File: config.mk
export PLATFORM = sky130hd
export DESIGN_NAME = dbg_brk_top
export DESIGN_NICKNAME = d
export VERILOG_FILES = /design/src/rtl/dbg_pkg.sv /design/src/rtl/dbg_brk_top.sv /design/src/rtl/dbg_halt_ctl.sv /design/src/rtl/dbg_hwbrk.sv /design/src/rtl/dbg_reg_decode.sv
export SDC_FILE = /design/constraint.sdc
export NUM_CORES = 1
export LEC_CHECK = 0
export CAP_MARGIN = 30
export CORE_ASPECT_RATIO = 0.8
export CORE_MARGIN = 1
export CORE_UTILIZATION = 40
export DETAILED_ROUTE_END_ITERATION = 8
export DONT_BUFFER_PORTS = 1
export PLACE_DENSITY_LB_ADDON = 0.05
export SLEW_MARGIN = 20
export SYNTH_ARGS = -nofsm -noshare
export SYNTH_HDL_FRONTEND = slang
export SYNTH_HIERARCHICAL = 1
export SYNTH_SLANG_ARGS = --single-unit
File: constraint.sdc
create_clock -name dbg_clk -period 6.9 [get_ports dbg_clk]
set_input_delay 0.345 -clock dbg_clk [delete_from_list [all_inputs] [get_ports dbg_clk]]
set_output_delay 0.345 -clock dbg_clk [all_outputs]
set_load 0.01 [all_outputs]
File: src/rtl/dbg_pkg.sv
// Shared definitions for the breakpoint subsystem; imported by every RTL module
package dbg_pkg;

  ////////////////////////////////////////////////////////////
  // Configuration
  ////////////////////////////////////////////////////////////

  // Number of breakpoint/watchpoint units
  localparam int NUM_BRK = 2;

  // Range mode support, 0 strips range control and status
  localparam logic BRK_RANGE_EN = 1'b1;

  // Register index inside one unit
  localparam logic [1:0] REG_CTL   = 2'd0;
  localparam logic [1:0] REG_STAT  = 2'd1;
  localparam logic [1:0] REG_ADDR0 = 2'd2;
  localparam logic [1:0] REG_ADDR1 = 2'd3;

  // Unit slot that holds the CPU control register
  localparam logic [1:0] UNIT_CPU = 2'd2;

  ////////////////////////////////////////////////////////////
  // Register layouts
  ////////////////////////////////////////////////////////////

  // Control word, access_mode bit 1 detects writes, bit 0 reads
  typedef struct packed {
    logic [10:0] rsvd;
    logic        range_mode;
    logic        inst_en;
    logic        break_en;
    logic [1:0]  access_mode;
  } brk_ctl_t;

  // Sticky status flags
  typedef struct packed {
    logic [9:0] rsvd;
    logic       range_wr;
    logic       range_rd;
    logic       addr1_wr;
    logic       addr1_rd;
    logic       addr0_wr;
    logic       addr0_rd;
  } brk_stat_t;

  // One host data word seen as address, control fields or clear mask
  typedef union packed {
    logic [15:0] raw;
    brk_ctl_t    ctl;
    brk_stat_t   stat;
  } brk_word_u;

  // Host command, unit in addr[3:2] and register in addr[1:0]
  typedef struct packed {
    logic [3:0] addr;
    logic       write;
    brk_word_u  data;
  } dbg_cmd_t;

  // Observed CPU signals
  typedef struct packed {
    logic        decode_noirq;
    logic [15:0] pc;
    logic [15:0] mab;
    logic        mb_en;
    logic [1:0]  mb_wr;
  } cpu_bus_t;

endpackage

File: src/rtl/dbg_brk_top.sv
// Top level of the breakpoint subsystem; connects decoder, breakpoint units and halt control
module dbg_brk_top (
  input  logic                dbg_clk,
  input  logic                dbg_rst,
  // Host command channel
  input  logic                cmd_valid,
  output logic                cmd_ready,
  input  dbg_pkg::dbg_cmd_t   cmd,
  // Host response channel
  output logic                rsp_valid,
  input  logic                rsp_ready,
  output logic [15:0]         rsp_data,
  // CPU observation and control
  input  dbg_pkg::cpu_bus_t   cpu_bus,
  output logic                cpu_halt,
  output logic                brk_pnd
);

  import dbg_pkg::*;

  logic [NUM_BRK-1:0][3:0]  brk_reg_wr;
  logic [NUM_BRK-1:0][3:0]  brk_reg_rd;
  logic [NUM_BRK-1:0][15:0] brk_dout;
  logic [NUM_BRK-1:0]       brk_halt;
  logic [NUM_BRK-1:0]       brk_pnd_vec;
  logic                     cpu_reg_wr;
  logic                     cpu_reg_rd;
  logic                     rd_en;
  brk_word_u                wr_data;

  ////////////////////////////////////////////////////////////
  // Command decode
  ////////////////////////////////////////////////////////////

  // Busy follows the pending response
  dbg_reg_decode u_decode (
    .dbg_clk    (dbg_clk),
    .dbg_rst    (dbg_rst),
    .cmd_valid  (cmd_valid),
    .cmd_ready  (cmd_ready),
    .cmd        (cmd),
    .rsp_busy   (rsp_valid),
    .brk_reg_wr (brk_reg_wr),
    .brk_reg_rd (brk_reg_rd),
    .cpu_reg_wr (cpu_reg_wr),
    .cpu_reg_rd (cpu_reg_rd),
    .rd_en      (rd_en),
    .wr_data    (wr_data)
  );

  // Breakpoint units
  for (genvar u = 0; u < NUM_BRK; u++) begin : g_brk
    dbg_hwbrk u_hwbrk (
      .dbg_clk    (dbg_clk),
      .dbg_rst    (dbg_rst),
      .brk_reg_wr (brk_reg_wr[u]),
      .brk_reg_rd (brk_reg_rd[u]),
      .wr_data    (wr_data),
      .cpu_bus    (cpu_bus),
      .brk_halt   (brk_halt[u]),
      .brk_pnd    (brk_pnd_vec[u]),
      .brk_dout   (brk_dout[u])
    );
  end

  // Halt state and read response
  dbg_halt_ctl u_halt_ctl (
    .dbg_clk     (dbg_clk),
    .dbg_rst     (dbg_rst),
    .brk_halt    (brk_halt),
    .brk_pnd     (brk_pnd_vec),
    .brk_dout    (brk_dout),
    .cpu_reg_wr  (cpu_reg_wr),
    .cpu_reg_rd  (cpu_reg_rd),
    .rd_en       (rd_en),
    .wr_data     (wr_data),
    .rsp_ready   (rsp_ready),
    .rsp_valid   (rsp_valid),
    .rsp_data    (rsp_data),
    .cpu_halt    (cpu_halt),
    .brk_pnd_any (brk_pnd)
  );

endmodule

File: src/rtl/dbg_halt_ctl.sv
// Halt controller; holds the CPU halt state and the host read response
module dbg_halt_ctl (
  input  logic                                 dbg_clk,
  input  logic                                 dbg_rst,
  // From the breakpoint units
  input  logic [dbg_pkg::NUM_BRK-1:0]          brk_halt,
  input  logic [dbg_pkg::NUM_BRK-1:0]          brk_pnd,
  input  logic [dbg_pkg::NUM_BRK-1:0][15:0]    brk_dout,
  // From the decoder
  input  logic                                 cpu_reg_wr,
  input  logic                                 cpu_reg_rd,
  input  logic                                 rd_en,
  input  dbg_pkg::brk_word_u                   wr_data,
  // Response channel
  input  logic                                 rsp_ready,
  output logic                                 rsp_valid,
  output logic [15:0]                          rsp_data,
  // CPU side
  output logic                                 cpu_halt,
  output logic                                 brk_pnd_any
);

  import dbg_pkg::*;

  logic        resume;
  logic [15:0] cpu_word;
  logic [15:0] rd_data;

  ////////////////////////////////////////////////////////////
  // Halt state
  ////////////////////////////////////////////////////////////

  // Resume is a CPU register write with bit 0 set
  assign resume = cpu_reg_wr & wr_data.raw[0];

  // Break request has priority over resume in the same cycle
  always_ff @(posedge dbg_clk or posedge dbg_rst) begin
    if (dbg_rst) begin
      cpu_halt <= 1'b0;
    end else if (|brk_halt) begin
      cpu_halt <= 1'b1;
    end else if (resume) begin
      cpu_halt <= 1'b0;
    end
  end

  assign brk_pnd_any = |brk_pnd;

  ////////////////////////////////////////////////////////////
  // Read data
  ////////////////////////////////////////////////////////////

  // Bit 0 halted, bit 1 any unit pending
  assign cpu_word = {14'h0000, brk_pnd_any, cpu_halt} & {16{cpu_reg_rd}};

  // Unselected sources are zero
  always_comb begin
    rd_data = cpu_word;
    for (int u = 0; u < NUM_BRK; u++) begin
      rd_data = rd_data | brk_dout[u];
    end
  end

  ////////////////////////////////////////////////////////////
  // Response register
  ////////////////////////////////////////////////////////////

  // Loaded at the accepting edge, held until the host takes it
  always_ff @(posedge dbg_clk or posedge dbg_rst) begin
    if (dbg_rst) begin
      rsp_valid <= 1'b0;
      rsp_data  <= '0;
    end else if (rd_en) begin
      rsp_valid <= 1'b1;
      rsp_data  <= rd_data;
    end else if (rsp_valid && rsp_ready) begin
      rsp_valid <= 1'b0;
    end
  end

endmodule

File: src/rtl/dbg_hwbrk.sv
// One hardware breakpoint/watchpoint unit; instantiated once per unit in the top level
module dbg_hwbrk (
  input  logic                dbg_clk,
  input  logic                dbg_rst,
  // Register selects from the decoder
  input  logic [3:0]          brk_reg_wr,
  input  logic [3:0]          brk_reg_rd,
  input  dbg_pkg::brk_word_u  wr_data,
  // Observed CPU activity
  input  dbg_pkg::cpu_bus_t   cpu_bus,
  // Break request, sticky pending flag, read data
  output logic                brk_halt,
  output logic                brk_pnd,
  output logic [15:0]         brk_dout
);

  import dbg_pkg::*;

  brk_ctl_t    ctl_q;
  brk_ctl_t    ctl_wr;
  brk_stat_t   stat_q;
  brk_stat_t   stat_set;
  brk_stat_t   stat_clr;
  logic [15:0] addr0_q;
  logic [15:0] addr1_q;

  logic [15:0] cmp_addr;
  logic        cmp_vld;
  logic        acc_rd;
  logic        acc_wr;
  logic        hit_addr0;
  logic        hit_addr1;
  logic        hit_range;

  ////////////////////////////////////////////////////////////
  // Control register
  ////////////////////////////////////////////////////////////

  // Keep only the five defined bits
  always_comb begin
    ctl_wr             = '0;
    ctl_wr.range_mode  = wr_data.ctl.range_mode & BRK_RANGE_EN;
    ctl_wr.inst_en     = wr_data.ctl.inst_en;
    ctl_wr.break_en    = wr_data.ctl.break_en;
    ctl_wr.access_mode = wr_data.ctl.access_mode;
  end

  always_ff @(posedge dbg_clk or posedge dbg_rst) begin
    if (dbg_rst) begin
      ctl_q <= '0;
    end else if (brk_reg_wr[REG_CTL]) begin
      ctl_q <= ctl_wr;
    end
  end

  ////////////////////////////////////////////////////////////
  // Address registers
  ////////////////////////////////////////////////////////////

  always_ff @(posedge dbg_clk or posedge dbg_rst) begin
    if (dbg_rst) begin
      addr0_q <= '0;
      addr1_q <= '0;
    end else begin
      if (brk_reg_wr[REG_ADDR0]) begin
        addr0_q <= wr_data.raw;
      end
      if (brk_reg_wr[REG_ADDR1]) begin
        addr1_q <= wr_data.raw;
      end
    end
  end

  ////////////////////////////////////////////////////////////
  // Comparators
  ////////////////////////////////////////////////////////////

  // Instruction flow watches pc, data flow the memory address bus
  assign cmp_addr = ctl_q.inst_en ? cpu_bus.pc : cpu_bus.mab;
  assign cmp_vld  = ctl_q.inst_en ? cpu_bus.decode_noirq : cpu_bus.mb_en;

  // Every decode is a read; data cycles split on the write strobes
  assign acc_rd = cmp_vld & (ctl_q.inst_en | ~|cpu_bus.mb_wr);
  assign acc_wr = cmp_vld & ~ctl_q.inst_en & |cpu_bus.mb_wr;

  // Equality only outside range mode
  assign hit_addr0 = ~ctl_q.range_mode & (cmp_addr == addr0_q);
  assign hit_addr1 = ~ctl_q.range_mode & (cmp_addr == addr1_q);

  // Inclusive bounds
  assign hit_range = ctl_q.range_mode & BRK_RANGE_EN
                   & (cmp_addr >= addr0_q) & (cmp_addr <= addr1_q);

  ////////////////////////////////////////////////////////////
  // Status register
  ////////////////////////////////////////////////////////////

  // Flags raised this cycle, gated by access mode
  always_comb begin
    stat_set          = '0;
    stat_set.addr0_rd = ctl_q.access_mode[0] & acc_rd & hit_addr0;
    stat_set.addr0_wr = ctl_q.access_mode[1] & acc_wr & hit_addr0;
    stat_set.addr1_rd = ctl_q.access_mode[0] & acc_rd & hit_addr1;
    stat_set.addr1_wr = ctl_q.access_mode[1] & acc_wr & hit_addr1;
    stat_set.range_rd = ctl_q.access_mode[0] & acc_rd & hit_range;
    stat_set.range_wr = ctl_q.access_mode[1] & acc_wr & hit_range;
  end

  // Write-one-to-clear mask, only on a STAT write
  assign stat_clr = brk_reg_wr[REG_STAT] ? wr_data.stat : '0;

  // A new match wins over a clear of the same bit
  always_ff @(posedge dbg_clk or posedge dbg_rst) begin
    if (dbg_rst) begin
      stat_q <= '0;
    end else begin
      stat_q <= (stat_q & ~stat_clr) | stat_set;
    end
  end

  ////////////////////////////////////////////////////////////
  // Outputs
  ////////////////////////////////////////////////////////////

  assign brk_pnd  = |stat_q;
  assign brk_halt = ctl_q.break_en & |stat_set;

  // Zero unless this unit is read
  assign brk_dout = (ctl_q   & {16{brk_reg_rd[REG_CTL]}})
                  | (stat_q  & {16{brk_reg_rd[REG_STAT]}})
                  | (addr0_q & {16{brk_reg_rd[REG_ADDR0]}})
                  | (addr1_q & {16{brk_reg_rd[REG_ADDR1]}});

endmodule

File: src/rtl/dbg_reg_decode.sv
// Host command decoder; turns accepted commands into per-unit register selects
module dbg_reg_decode (
  input  logic                                      dbg_clk,
  input  logic                                      dbg_rst,
  // Host command channel
  input  logic                                      cmd_valid,
  output logic                                      cmd_ready,
  input  dbg_pkg::dbg_cmd_t                         cmd,
  // Response register still waiting for the host
  input  logic                                      rsp_busy,
  // Breakpoint unit selects
  output logic [dbg_pkg::NUM_BRK-1:0][3:0]          brk_reg_wr,
  output logic [dbg_pkg::NUM_BRK-1:0][3:0]          brk_reg_rd,
  // CPU control register strobes
  output logic                                      cpu_reg_wr,
  output logic                                      cpu_reg_rd,
  // Any accepted read, loads the response
  output logic                                      rd_en,
  output dbg_pkg::brk_word_u                        wr_data
);

  import dbg_pkg::*;

  logic       accept;
  logic       rd_acc_q;
  logic [1:0] unit_sel;
  logic [1:0] reg_sel;
  logic [3:0] reg_onehot;

  ////////////////////////////////////////////////////////////
  // Handshake
  ////////////////////////////////////////////////////////////

  // Read accepted last cycle, covers the edge loading the response
  always_ff @(posedge dbg_clk or posedge dbg_rst) begin
    if (dbg_rst) begin
      rd_acc_q <= 1'b0;
    end else begin
      rd_acc_q <= accept & ~cmd.write;
    end
  end

  assign cmd_ready = ~rsp_busy & ~rd_acc_q;
  assign accept    = cmd_valid & cmd_ready;

  ////////////////////////////////////////////////////////////
  // Address decode
  ////////////////////////////////////////////////////////////

  assign unit_sel   = cmd.addr[3:2];
  assign reg_sel    = cmd.addr[1:0];
  assign reg_onehot = 4'b0001 << reg_sel;

  // One-hot strobes, only in the handshake cycle
  always_comb begin
    for (int u = 0; u < NUM_BRK; u++) begin
      brk_reg_wr[u] = '0;
      brk_reg_rd[u] = '0;
      if (accept && (unit_sel == 2'(u))) begin
        if (cmd.write) begin
          brk_reg_wr[u] = reg_onehot;
        end else begin
          brk_reg_rd[u] = reg_onehot;
        end
      end
    end
  end

  // CPU control register lives at register 0 of its slot
  assign cpu_reg_wr = accept & cmd.write & (unit_sel == UNIT_CPU) & (reg_sel == REG_CTL);
  assign cpu_reg_rd = accept & ~cmd.write & (unit_sel == UNIT_CPU) & (reg_sel == REG_CTL);

  // Unmapped reads still answer, with zero data
  assign rd_en   = accept & ~cmd.write;
  assign wr_data = cmd.data;

endmodule

After elaboration in Yosys (flattened, before gate mapping)
Index checks and enable logic that the tools add are counted.

storage, ports and cells
  flip-flop bits (word level) = 125
  input bits = 61
  output and inout port bits = 20
  word-level logic and storage cells = 143

operators by class
  magnitude comparators = 4
  equality and inequality tests = 6
  shift operators = 1
  multiplexer cells = 16
  bitwise gates (word level) = 73
  reductions and logical operators = 13

operators by type and width
  operator               count
  $and A16 B16 Y16       8
  $or A16 B16 Y16        8
  $eq A16 B16 Y1         4
  $mux W16               4
  $and A1 B1 Y1          41
  $and A5 B16 Y16        2
  $ge A16 B16 Y1         2
  $le A16 B16 Y1         2
  $not A16 Y16           2
  $or A16 B6 Y16         2
  $reduce_or A32 Y1      1
  $mux W4                6
  $and A2 B16 Y16        1
  $reduce_or A6 Y1       2
  $not A1 Y1             7
  $mux W1                6
  $logic_not A2 Y1       2
  $reduce_bool A2 Y1     2
  $reduce_or A2 Y1       2
  $shl A1 B2 Y4 const A  1
  $logic_and A1 B1 Y1    3
  $eq A2 B1 Y1 const B   1
  $eq A2 B2 Y1 const B   1
  $or A1 B1 Y1           2
  $logic_not A1 Y1       1

Depth between registers and ports, before layout
Gate-level depths: netlist (run 1).

  depth after elaboration = 11
  mapped depth = 11
  gate-level depth less buffers = 9

Modules after synthesis
Netlist (run 1), hierarchy kept.

by module, submodules not included
  module                        instances  cells an instance  area an instance (µm²)  seq. area each (µm²)
  dbg_hwbrk (g_brk[0].u_hwbrk)  1          338                3228.1                  1326.3
  dbg_hwbrk (g_brk[1].u_hwbrk)  1          338                3179.3                  1326.3
  dbg_halt_ctl                  1          77                 833.3                   450.4
  dbg_reg_decode                1          51                 430.4                   25.0

Worst setup path before layout (run 1)
OpenSTA, ideal clock, no wires.

  kind = register to register
  start = reg g_brk[1].u_hwbrk/ctl_q[3] (netlist name)
  end = reg u_halt_ctl.cpu_halt
  setup time = 0.124 ns
  arrival = 2.674 ns
  data required time = 6.776 ns
  setup slack = 4.102 ns
  stages on the path, launching flop included = 11
  path buffers = 2
  clock period less this slack = 2.798 ns
  path through = dfrtp_1 clkbuf_1 buf_2 mux2_2 ha_1 nand4_1 nor4_1 a211oi_1 o211ai_1 a31oi_1 a211o_1

on the way
  longest elaborated chain between the ends = 9
  elaborated cells on any way between the ends = 28
  classes of those cells = 2 x order compare; 2 x eq/ne; 3 x mux; 18 x bitwise; 3 x reduce/logical

ends and longest elaborated chain
  item                                                    RTL line                          source
  start: declaration                                      dbg_hwbrk.sv:19                   brk_ctl_t ctl_q;
  start signal: assignment                                dbg_hwbrk.sv:52                   ctl_q <= ctl_wr;
  $mux W16, or another cell as far along                  dbg_hwbrk.sv:79                   assign cmp_addr = ctl_q.inst_en ? cpu_bus.pc : cpu_bus.mab;
  $ge A16 B16 Y1 / $and A1 B1 Y1 (equally long branches)  dbg_hwbrk.sv:92, dbg_hwbrk.sv:84
  $and A1 B1 Y1 (on tied branches)                        dbg_hwbrk.sv:92, dbg_hwbrk.sv:84
  $and A1 B1 Y1 (on tied branches) (2 in a row)           --
  $reduce_or A6 Y1 *                                      dbg_hwbrk.sv:126                  assign brk_halt = ctl_q.break_en & |stat_set;
  $and A1 B1 Y1 *                                         dbg_hwbrk.sv:126
  named net brk_halt[1]                                   dbg_brk_top.sv:24                 logic [NUM_BRK-1:0] brk_halt;
  $reduce_or A2 Y1 *                                      dbg_halt_ctl.sv:40                end else if (|brk_halt) begin
  $mux W1 / $reduce_bool A2 Y1 (equally long branches)    --
  end signal: assignment                                  dbg_halt_ctl.sv:39                cpu_halt <= 1'b0;
  end signal: assignment                                  dbg_halt_ctl.sv:41                cpu_halt <= 1'b1;
  end signal: assignment                                  dbg_halt_ctl.sv:43                cpu_halt <= 1'b0;
  end: declaration                                        dbg_halt_ctl.sv:19                output logic cpu_halt,

The timed path passes the listed nets; every way through them passes the cells marked *.
A chain may end at the register's enable or synchronous reset.

Final worst setup path (run 1)
Ends and elaborated chain as after synthesis.

==> flow_metrics.env, run 1 <==
export IMPL_max_slew_margin_pct=37.80
export IMPL_path_clk_slew_ns=0.06
export IMPL_worst_pin_slew_ns=0.9330
export IMPL_status="complete, but fails checks"
export IMPL_synth_async_reset_ratio_pct=100.0
export IMPL_syn_num_nets=929
export IMPL_final_layout_size_suffix_gt1_share_pct=16.17
export IMPL_yosysWarnings=6
export IMPL_fmax_mhz=297.9
export IMPL_ir_worst_vdd_uv=153.4
export IMPL_synth_simple_gate_area_share_pct=15.80
export IMPL_synth_compound_area_share_pct=17.96
export IMPL_clock_sinks=125
export IMPL_viasPerCell=5.628
export IMPL_fin_crit_sh_pct=48.65
export IMPL_synthAdderAreaFrac_pct=10.44
export IMPL_drt_iter0_drc=598
export IMPL_dp_hpwl_mm=18.34
export IMPL_grt_pass1_wl_mm=37.05
export IMPL_root_buffer="clkbuf_16"
export IMPL_yosys_cell_types_count=54
export IMPL_synth_edff_count=0
export IMPL_dr_pass1_iters=8
export IMPL_area_growth_pct=10.24
export IMPL_synth_ff_type="dfrtp_1"
export IMPL_hold_viol=4
export IMPL_synth_mux_area_share_pct=6.720
export IMPL_cp_end_kind="flop"
export IMPL_fin_crit_ns=3.357
export IMPL_antenna_found_initial=0
export IMPL_slew_violations=0
export IMPL_leakage_uw=0.003968
export IMPL_fin_skew_ns=0.01023
export IMPL_hp_class="primary input to async pin"
export IMPL_grt_use_total_pct=25.83
export IMPL_rsz0062_at_grt="no"
export IMPL_nets=916
export IMPL_setup_viol_count_final=0
export IMPL_fp_dieH_um=125.9
export IMPL_routabilityCongestion=0.8730
export IMPL_die_x_um=156.8
export IMPL_cts_tree="done"
export IMPL_synth_common_cells="dfrtp_1, nand2_1, inv_1"
export IMPL_crit_path_max_fanout=20
export IMPL_wl_per_cell_um=22.80
export IMPL_start_util_pct=41.59
export IMPL_cp_startpoint="g_brk[1].u_hwbrk/ctl_q[3]"
export IMPL_ys_ff_latch=125
export IMPL_arrival_ns=3.66
export IMPL_rows=44
export IMPL_netlist_instances=804
export IMPL_drc=0
export IMPL_yosysMostFrequentCell="dfrtp_1"
export IMPL_violations="hold timing"
export IMPL_max_clock_path_buffers=2
export IMPL_synth_xor_area_share_pct=0
export IMPL_synth_top_area_cell="dfrtp_1"
export IMPL_grt_max_degree=54
export IMPL_synth_area_top_cells="dfrtp_1, ha_1, nand2_1, inv_1, mux2_2"
export IMPL_port_buffers=0
export IMPL_ant_nets=0
export IMPL_synth_avg_cell_area_um2=9.541
export IMPL_h_tree_depth=4
export IMPL_r2r_start="g_brk[1].u_hwbrk/ctl_q[3]"
export IMPL_antenna_cells=0
export IMPL_setup_tns_ns=0
export IMPL_numCtsBuffers=17
export IMPL_yosysSeqAreaShare_pct=40.78
export IMPL_synth_top_family_by_area="compound AO/OA/AOI/OAI gates"
export IMPL_drv_cap=0
export IMPL_syn_cell_area_mm2=0.007671
export IMPL_dieArea_mm2=0.01974
export IMPL_worstSetupPathType="flop to flop"
export IMPL_post_cts_setup_buffers=0
export IMPL_synth_top_area_share_pct=40.78
export IMPL_start_kind="flop"
export IMPL_vias=5949
export IMPL_grt_overflow_total=0
export IMPL_routed_wl_mm=24.10
export IMPL_io_pins=81
export IMPL_core_area_mm2=0.01844
export IMPL_clk_latency_ns=0.43
export IMPL_power_per_cell_area_mw_per_mm2=300.2
export IMPL_critical_path_required_ns=7.20
export IMPL_grt_pass1_vias=6102
export IMPL_whs_ns=-0.004065
==> power by group <==
group / total (uW) / switching (uW) / internal, uW
sequential: 988 / 118 / 870
combinational: 600 / 354 / 246
clock: 950 / 351 / 599
==> routing by layer <==
layer / global-route usage, % / up-vias / wire (um)
li1: - / 2818 / -
met1: 33.22 / 2888 / 10550
met2: 39.95 / 206 / 10730
met3: 8.362 / 37 / 2103
met4: 10.15 / 0 / 719
met5: 1.754 / - / 0
==> timing repair <==
action / in CTS / in global routing
hold buffers: 1 / 0
endpoints found under the setup margin: 0 / 0
hold endpoints to repair: 19 / 0
resized for setup: 0 / 0
==> cell families after synthesis <==
kind of cell / count (synthesis)
muxes: 46
DFF: 125
and+or+nand+nor: 230
adders and majority gates: 64
AOI/OAI and AO/OA: 204
buffers and inverters: 135
==> per-stage QoR <==
stage / cells / utilization, % / area, um2 / setup WS (ns) / power [uW]
finish: 1057 / 45.85 / 8457 / 3.543 / 2538
global route: 1057 / 45.85 / 8457 / 3.384 / 2683
CTS: 1057 / 45.85 / 8457 / 3.610 / 2550
detailed placement: 1024 / 42.39 / 7819 / 3.620 / 1589
global placement: 1023 / 42.32 / 7805 / 3.789 / 1571
floorplan: 804 / - / 7671 / 4.102 / 1430
==> critical path: stages (launching register included) <==
cell and delay [ns]:
dfrtp_1 0.94, mux2_2 0.44, ha_1 0.32, nand4_1 0.17
nor4_1 0.56, a211oi_1 0.15, o211ai_1 0.29, a31oi_1 0.13
a211o_1 0.24
==> cells in the final DEF (no fill, tap or decap), types with 3 or more instances in the layout <==
cell type and count:
a221o_1 4, a211oi_1 3, and2_1 3, bufinv_16 3
o211ai_1 3, clkbuf_16 17, nor4_2 4, a21o_1 5
nand3_1 8, nor4_1 12, clkbuf_8 3, dfrtp_1 125
clkinv_4 4, inv_1 85, nor2b_1 6, and4_1 3
o21ai_0 49, a22oi_1 20, clkinvlp_4 3, a21boi_0 22
nor2_2 13, buf_4 15, o21ai_1 28, nand2_1 115
ha_1 64, o21bai_1 3, nand2b_1 6, mux2_2 25
nor2_1 23, mux2_1 19, nand4_1 11, a222oi_1 22
nor3_2 10, a31oi_1 3, a21oi_1 22, a21oi_2 13
==> flip-flops by register name, indices dropped and copies added (netlist names) <==
| name | count |
|---|---|
| g_brk.u_hwbrk/addr1_q | 32 |
| u_decode/rd_acc_q | 1 |
| g_brk.u_hwbrk/stat_q | 32 |
| u_halt_ctl/rsp_valid | 1 |
| u_halt_ctl/rsp_data | 16 |
| g_brk.u_hwbrk/ctl_q | 10 |
| u_halt_ctl/cpu_halt | 1 |
| g_brk.u_hwbrk/addr0_q | 32 |
==> final timing paths <==
check                                              endpoint  slack, ns  depth (start not counted)
max in group asynchronous           u_halt_ctl/rsp_data[14]       5.89                          2
worst min register to register   g_brk[1].u_hwbrk/stat_q[1]       0.52                          2
worst max register to register          u_halt_ctl/cpu_halt       3.54                          8
min in group dbg_clk            g_brk[0].u_hwbrk/stat_q[10]       0.01                          1
worst min-delay path             g_brk[1].u_hwbrk/stat_q[2]     -0.004                          2
worst max-delay path                    u_halt_ctl/cpu_halt       3.54                          8
==> final cells by class <==
cell class / count / area [um2]
Clock buffer: 20 / 466.7
Sequential cell: 125 / 3128
Multi-Input combinational cell: 544 / 3935
Clock inverter: 12 / 161.4
Fill cell: 1772 / 9986
Tap cell: 253 / 316.6
Inverter: 87 / 326.6
Timing Repair Buffer: 16 / 122.6
(Power assumes the default switching activity.)
==> run 2, diff against run 1 <==
- clock period: 6.9 -> 3.3 ns (I/O delays scaled with it)
==> flow_metrics.env, run 2 (synthesis results as in run 1) <==
export IMPL_cp_end_kind="flop"
export IMPL_fin_crit_sh_pct=95.57
export IMPL_numCtsBuffers=17
export IMPL_fin_crit_ns=3.154
export IMPL_fin_skew_ns=0.01090
export IMPL_grt_max_degree=35
export IMPL_path_depth=9
export IMPL_h_tree_depth=4
export IMPL_ir_worst_vdd_uv=281.2
export IMPL_root_buffer="clkbuf_16"
export IMPL_drv_cap=0
export IMPL_top_regs="g_brk.u_hwbrk/addr0_q x32, g_brk.u_hwbrk/addr1_q x32, g_brk.u_hwbrk/stat_q x32"
export IMPL_max_clock_path_buffers=2
export IMPL_max_slew_margin_pct=49.17
export IMPL_grt_busiest_layer="met2"
export IMPL_critical_path_required_ns=3.61
export IMPL_most_common_layout_cells="dfrtp_1, nand2_1, inv_1"
export IMPL_grtUsageMet1_pct=35.53
export IMPL_path_clk_slew_ns=0.06
export IMPL_status="finished, final reports clean"
export IMPL_leakage_uw=0.004064
export IMPL_viasPerCell=5.710
export IMPL_grt_use_total_pct=26.44
export IMPL_routabilityCongestion=0.9087
export IMPL_slew_violations=0
export IMPL_worstSetupPathType="flop to flop"
export IMPL_die_x_um=156.8
export IMPL_r2r_slack_ns=0.15
export IMPL_core_area_mm2=0.01844
export IMPL_hold_path_depth=3
export IMPL_dp_hpwl_mm=18.63
export IMPL_crit_path_max_fanout=9
export IMPL_port_buffers=0
export IMPL_cts_hold_buf=20
export IMPL_fp_dieH_um=125.9
export IMPL_start_kind="flop"
export IMPL_hold_viol=0
export IMPL_io_pins=81
export IMPL_critPathTopFamily="compound AO/OA/AOI/OAI gates"
export IMPL_nets=941
export IMPL_rsz0062_at_grt="no"
export IMPL_path_cells="buf_4, mux2_1, ha_1, nand4_1, nor4_2, a211oi_1, o211ai_2, a31oi_1, a211o_1"
export IMPL_ant_nets=0
export IMPL_crit_slowest_cell="dfrtp_1"
export IMPL_reg2regPathDepth=9
export IMPL_clock_sinks=125
export IMPL_drc=0
export IMPL_setup_viol_count_final=0
export IMPL_vias=6190
export IMPL_start_util_pct=41.59
export IMPL_hp_class="primary input to flop"
export IMPL_final_cells=1084
export IMPL_worst_pin_slew_ns=0.7600
export IMPL_post_cts_setup_buffers=0
export IMPL_clk_latency_ns=0.43
export IMPL_antenna_found_initial=1
export IMPL_grt_pass1_wl_mm=37.98
export IMPL_cts_tree="done"
export IMPL_arrival_ns=3.46
export IMPL_layout_commonest_cell="dfrtp_1"
export IMPL_wl_per_cell_um=22.77
export IMPL_grt_overflow_total=0
export IMPL_setup_tns_ns=0
export IMPL_dr_pass1_iters=8
export IMPL_drt_iter0_drc=583
export IMPL_grt_pass1_vias=6223
export IMPL_cts_resized=0
export IMPL_path_buf_inv=1
export IMPL_rows=44
export IMPL_routed_wl_mm=24.69
export IMPL_grt_util_met3_pct=6.917
export IMPL_final_layout_size_suffix_gt1_share_pct=16.16
export IMPL_area_growth_pct=12.75
export IMPL_dp_cells=1030
export IMPL_max_stage_delay_ns=0.67
export IMPL_power_per_cell_area_mw_per_mm2=606.8
export IMPL_fmax_mhz=317.1
export IMPL_dieArea_mm2=0.01974
export IMPL_grtUsageMet2_pct=41.12
-- run 2: report_power, final --
part / switching [uW] / internal, uW / total (uW)
registers: 227 / 1820 / 2050
clock network: 703 / 1160 / 1870
logic: 796 / 540 / 1340
-- run 2: worst min-delay path: cells and delay by family --
family	cells	cell delay [ns]
AO/OA/AOI/OAI	2	0.21
AND/OR/NAND/NOR	1	0.06
-- run 2: area by class of cell --
cell class	count	area, um2
clock inverter	11	116.4
fill	1758	9793
tap	253	316.6
multi-input combinational	544	3929
timing repair buffer	41	357.8
antenna	2	5.005
clock buffer	21	470.5
inverter	87	326.6
sequential	125	3128
-- run 2: per-layer routing --
layer,routed length (um),share of wire (%)
met1,11080,45
met3,1822,7.4
met5,0,0
met4,587,2.4
met2,11200,45
-- run 2: path summary, 6_finish.rpt --
path,from,end
max,g_brk[0].u_hwbrk/ctl_q[3],u_halt_ctl/cpu_halt
min,cmd[17],u_halt_ctl/rsp_data[1]
max reg2reg,g_brk[0].u_hwbrk/ctl_q[3],u_halt_ctl/cpu_halt
min reg2reg,g_brk[1].u_hwbrk/stat_q[1],g_brk[1].u_hwbrk/stat_q[1]
max in group asynchronous,dbg_rst,g_brk[1].u_hwbrk/addr0_q[12]
min in group asynchronous,dbg_rst,u_decode/rd_acc_q
-- run 2: per-stage QoR --
step / total power, uW / hold slack (ns) / utilization (%) / instance area [um2] / worst slack, ns
floorplan: 2991 / -0.1063 / - / 7671 / 0.5017
global placement: 3288 / -0.1049 / 42.61 / 7858 / 0.2105
detailed placement: 3338 / -0.09468 / 42.61 / 7858 / 0.2089
CTS: 5278 / 0.04869 / 46.87 / 8645 / 0.1875
global route: 5564 / 0.07458 / 46.89 / 8647 / 0.06536
finish: 5249 / 0.05937 / 46.90 / 8650 / 0.1461
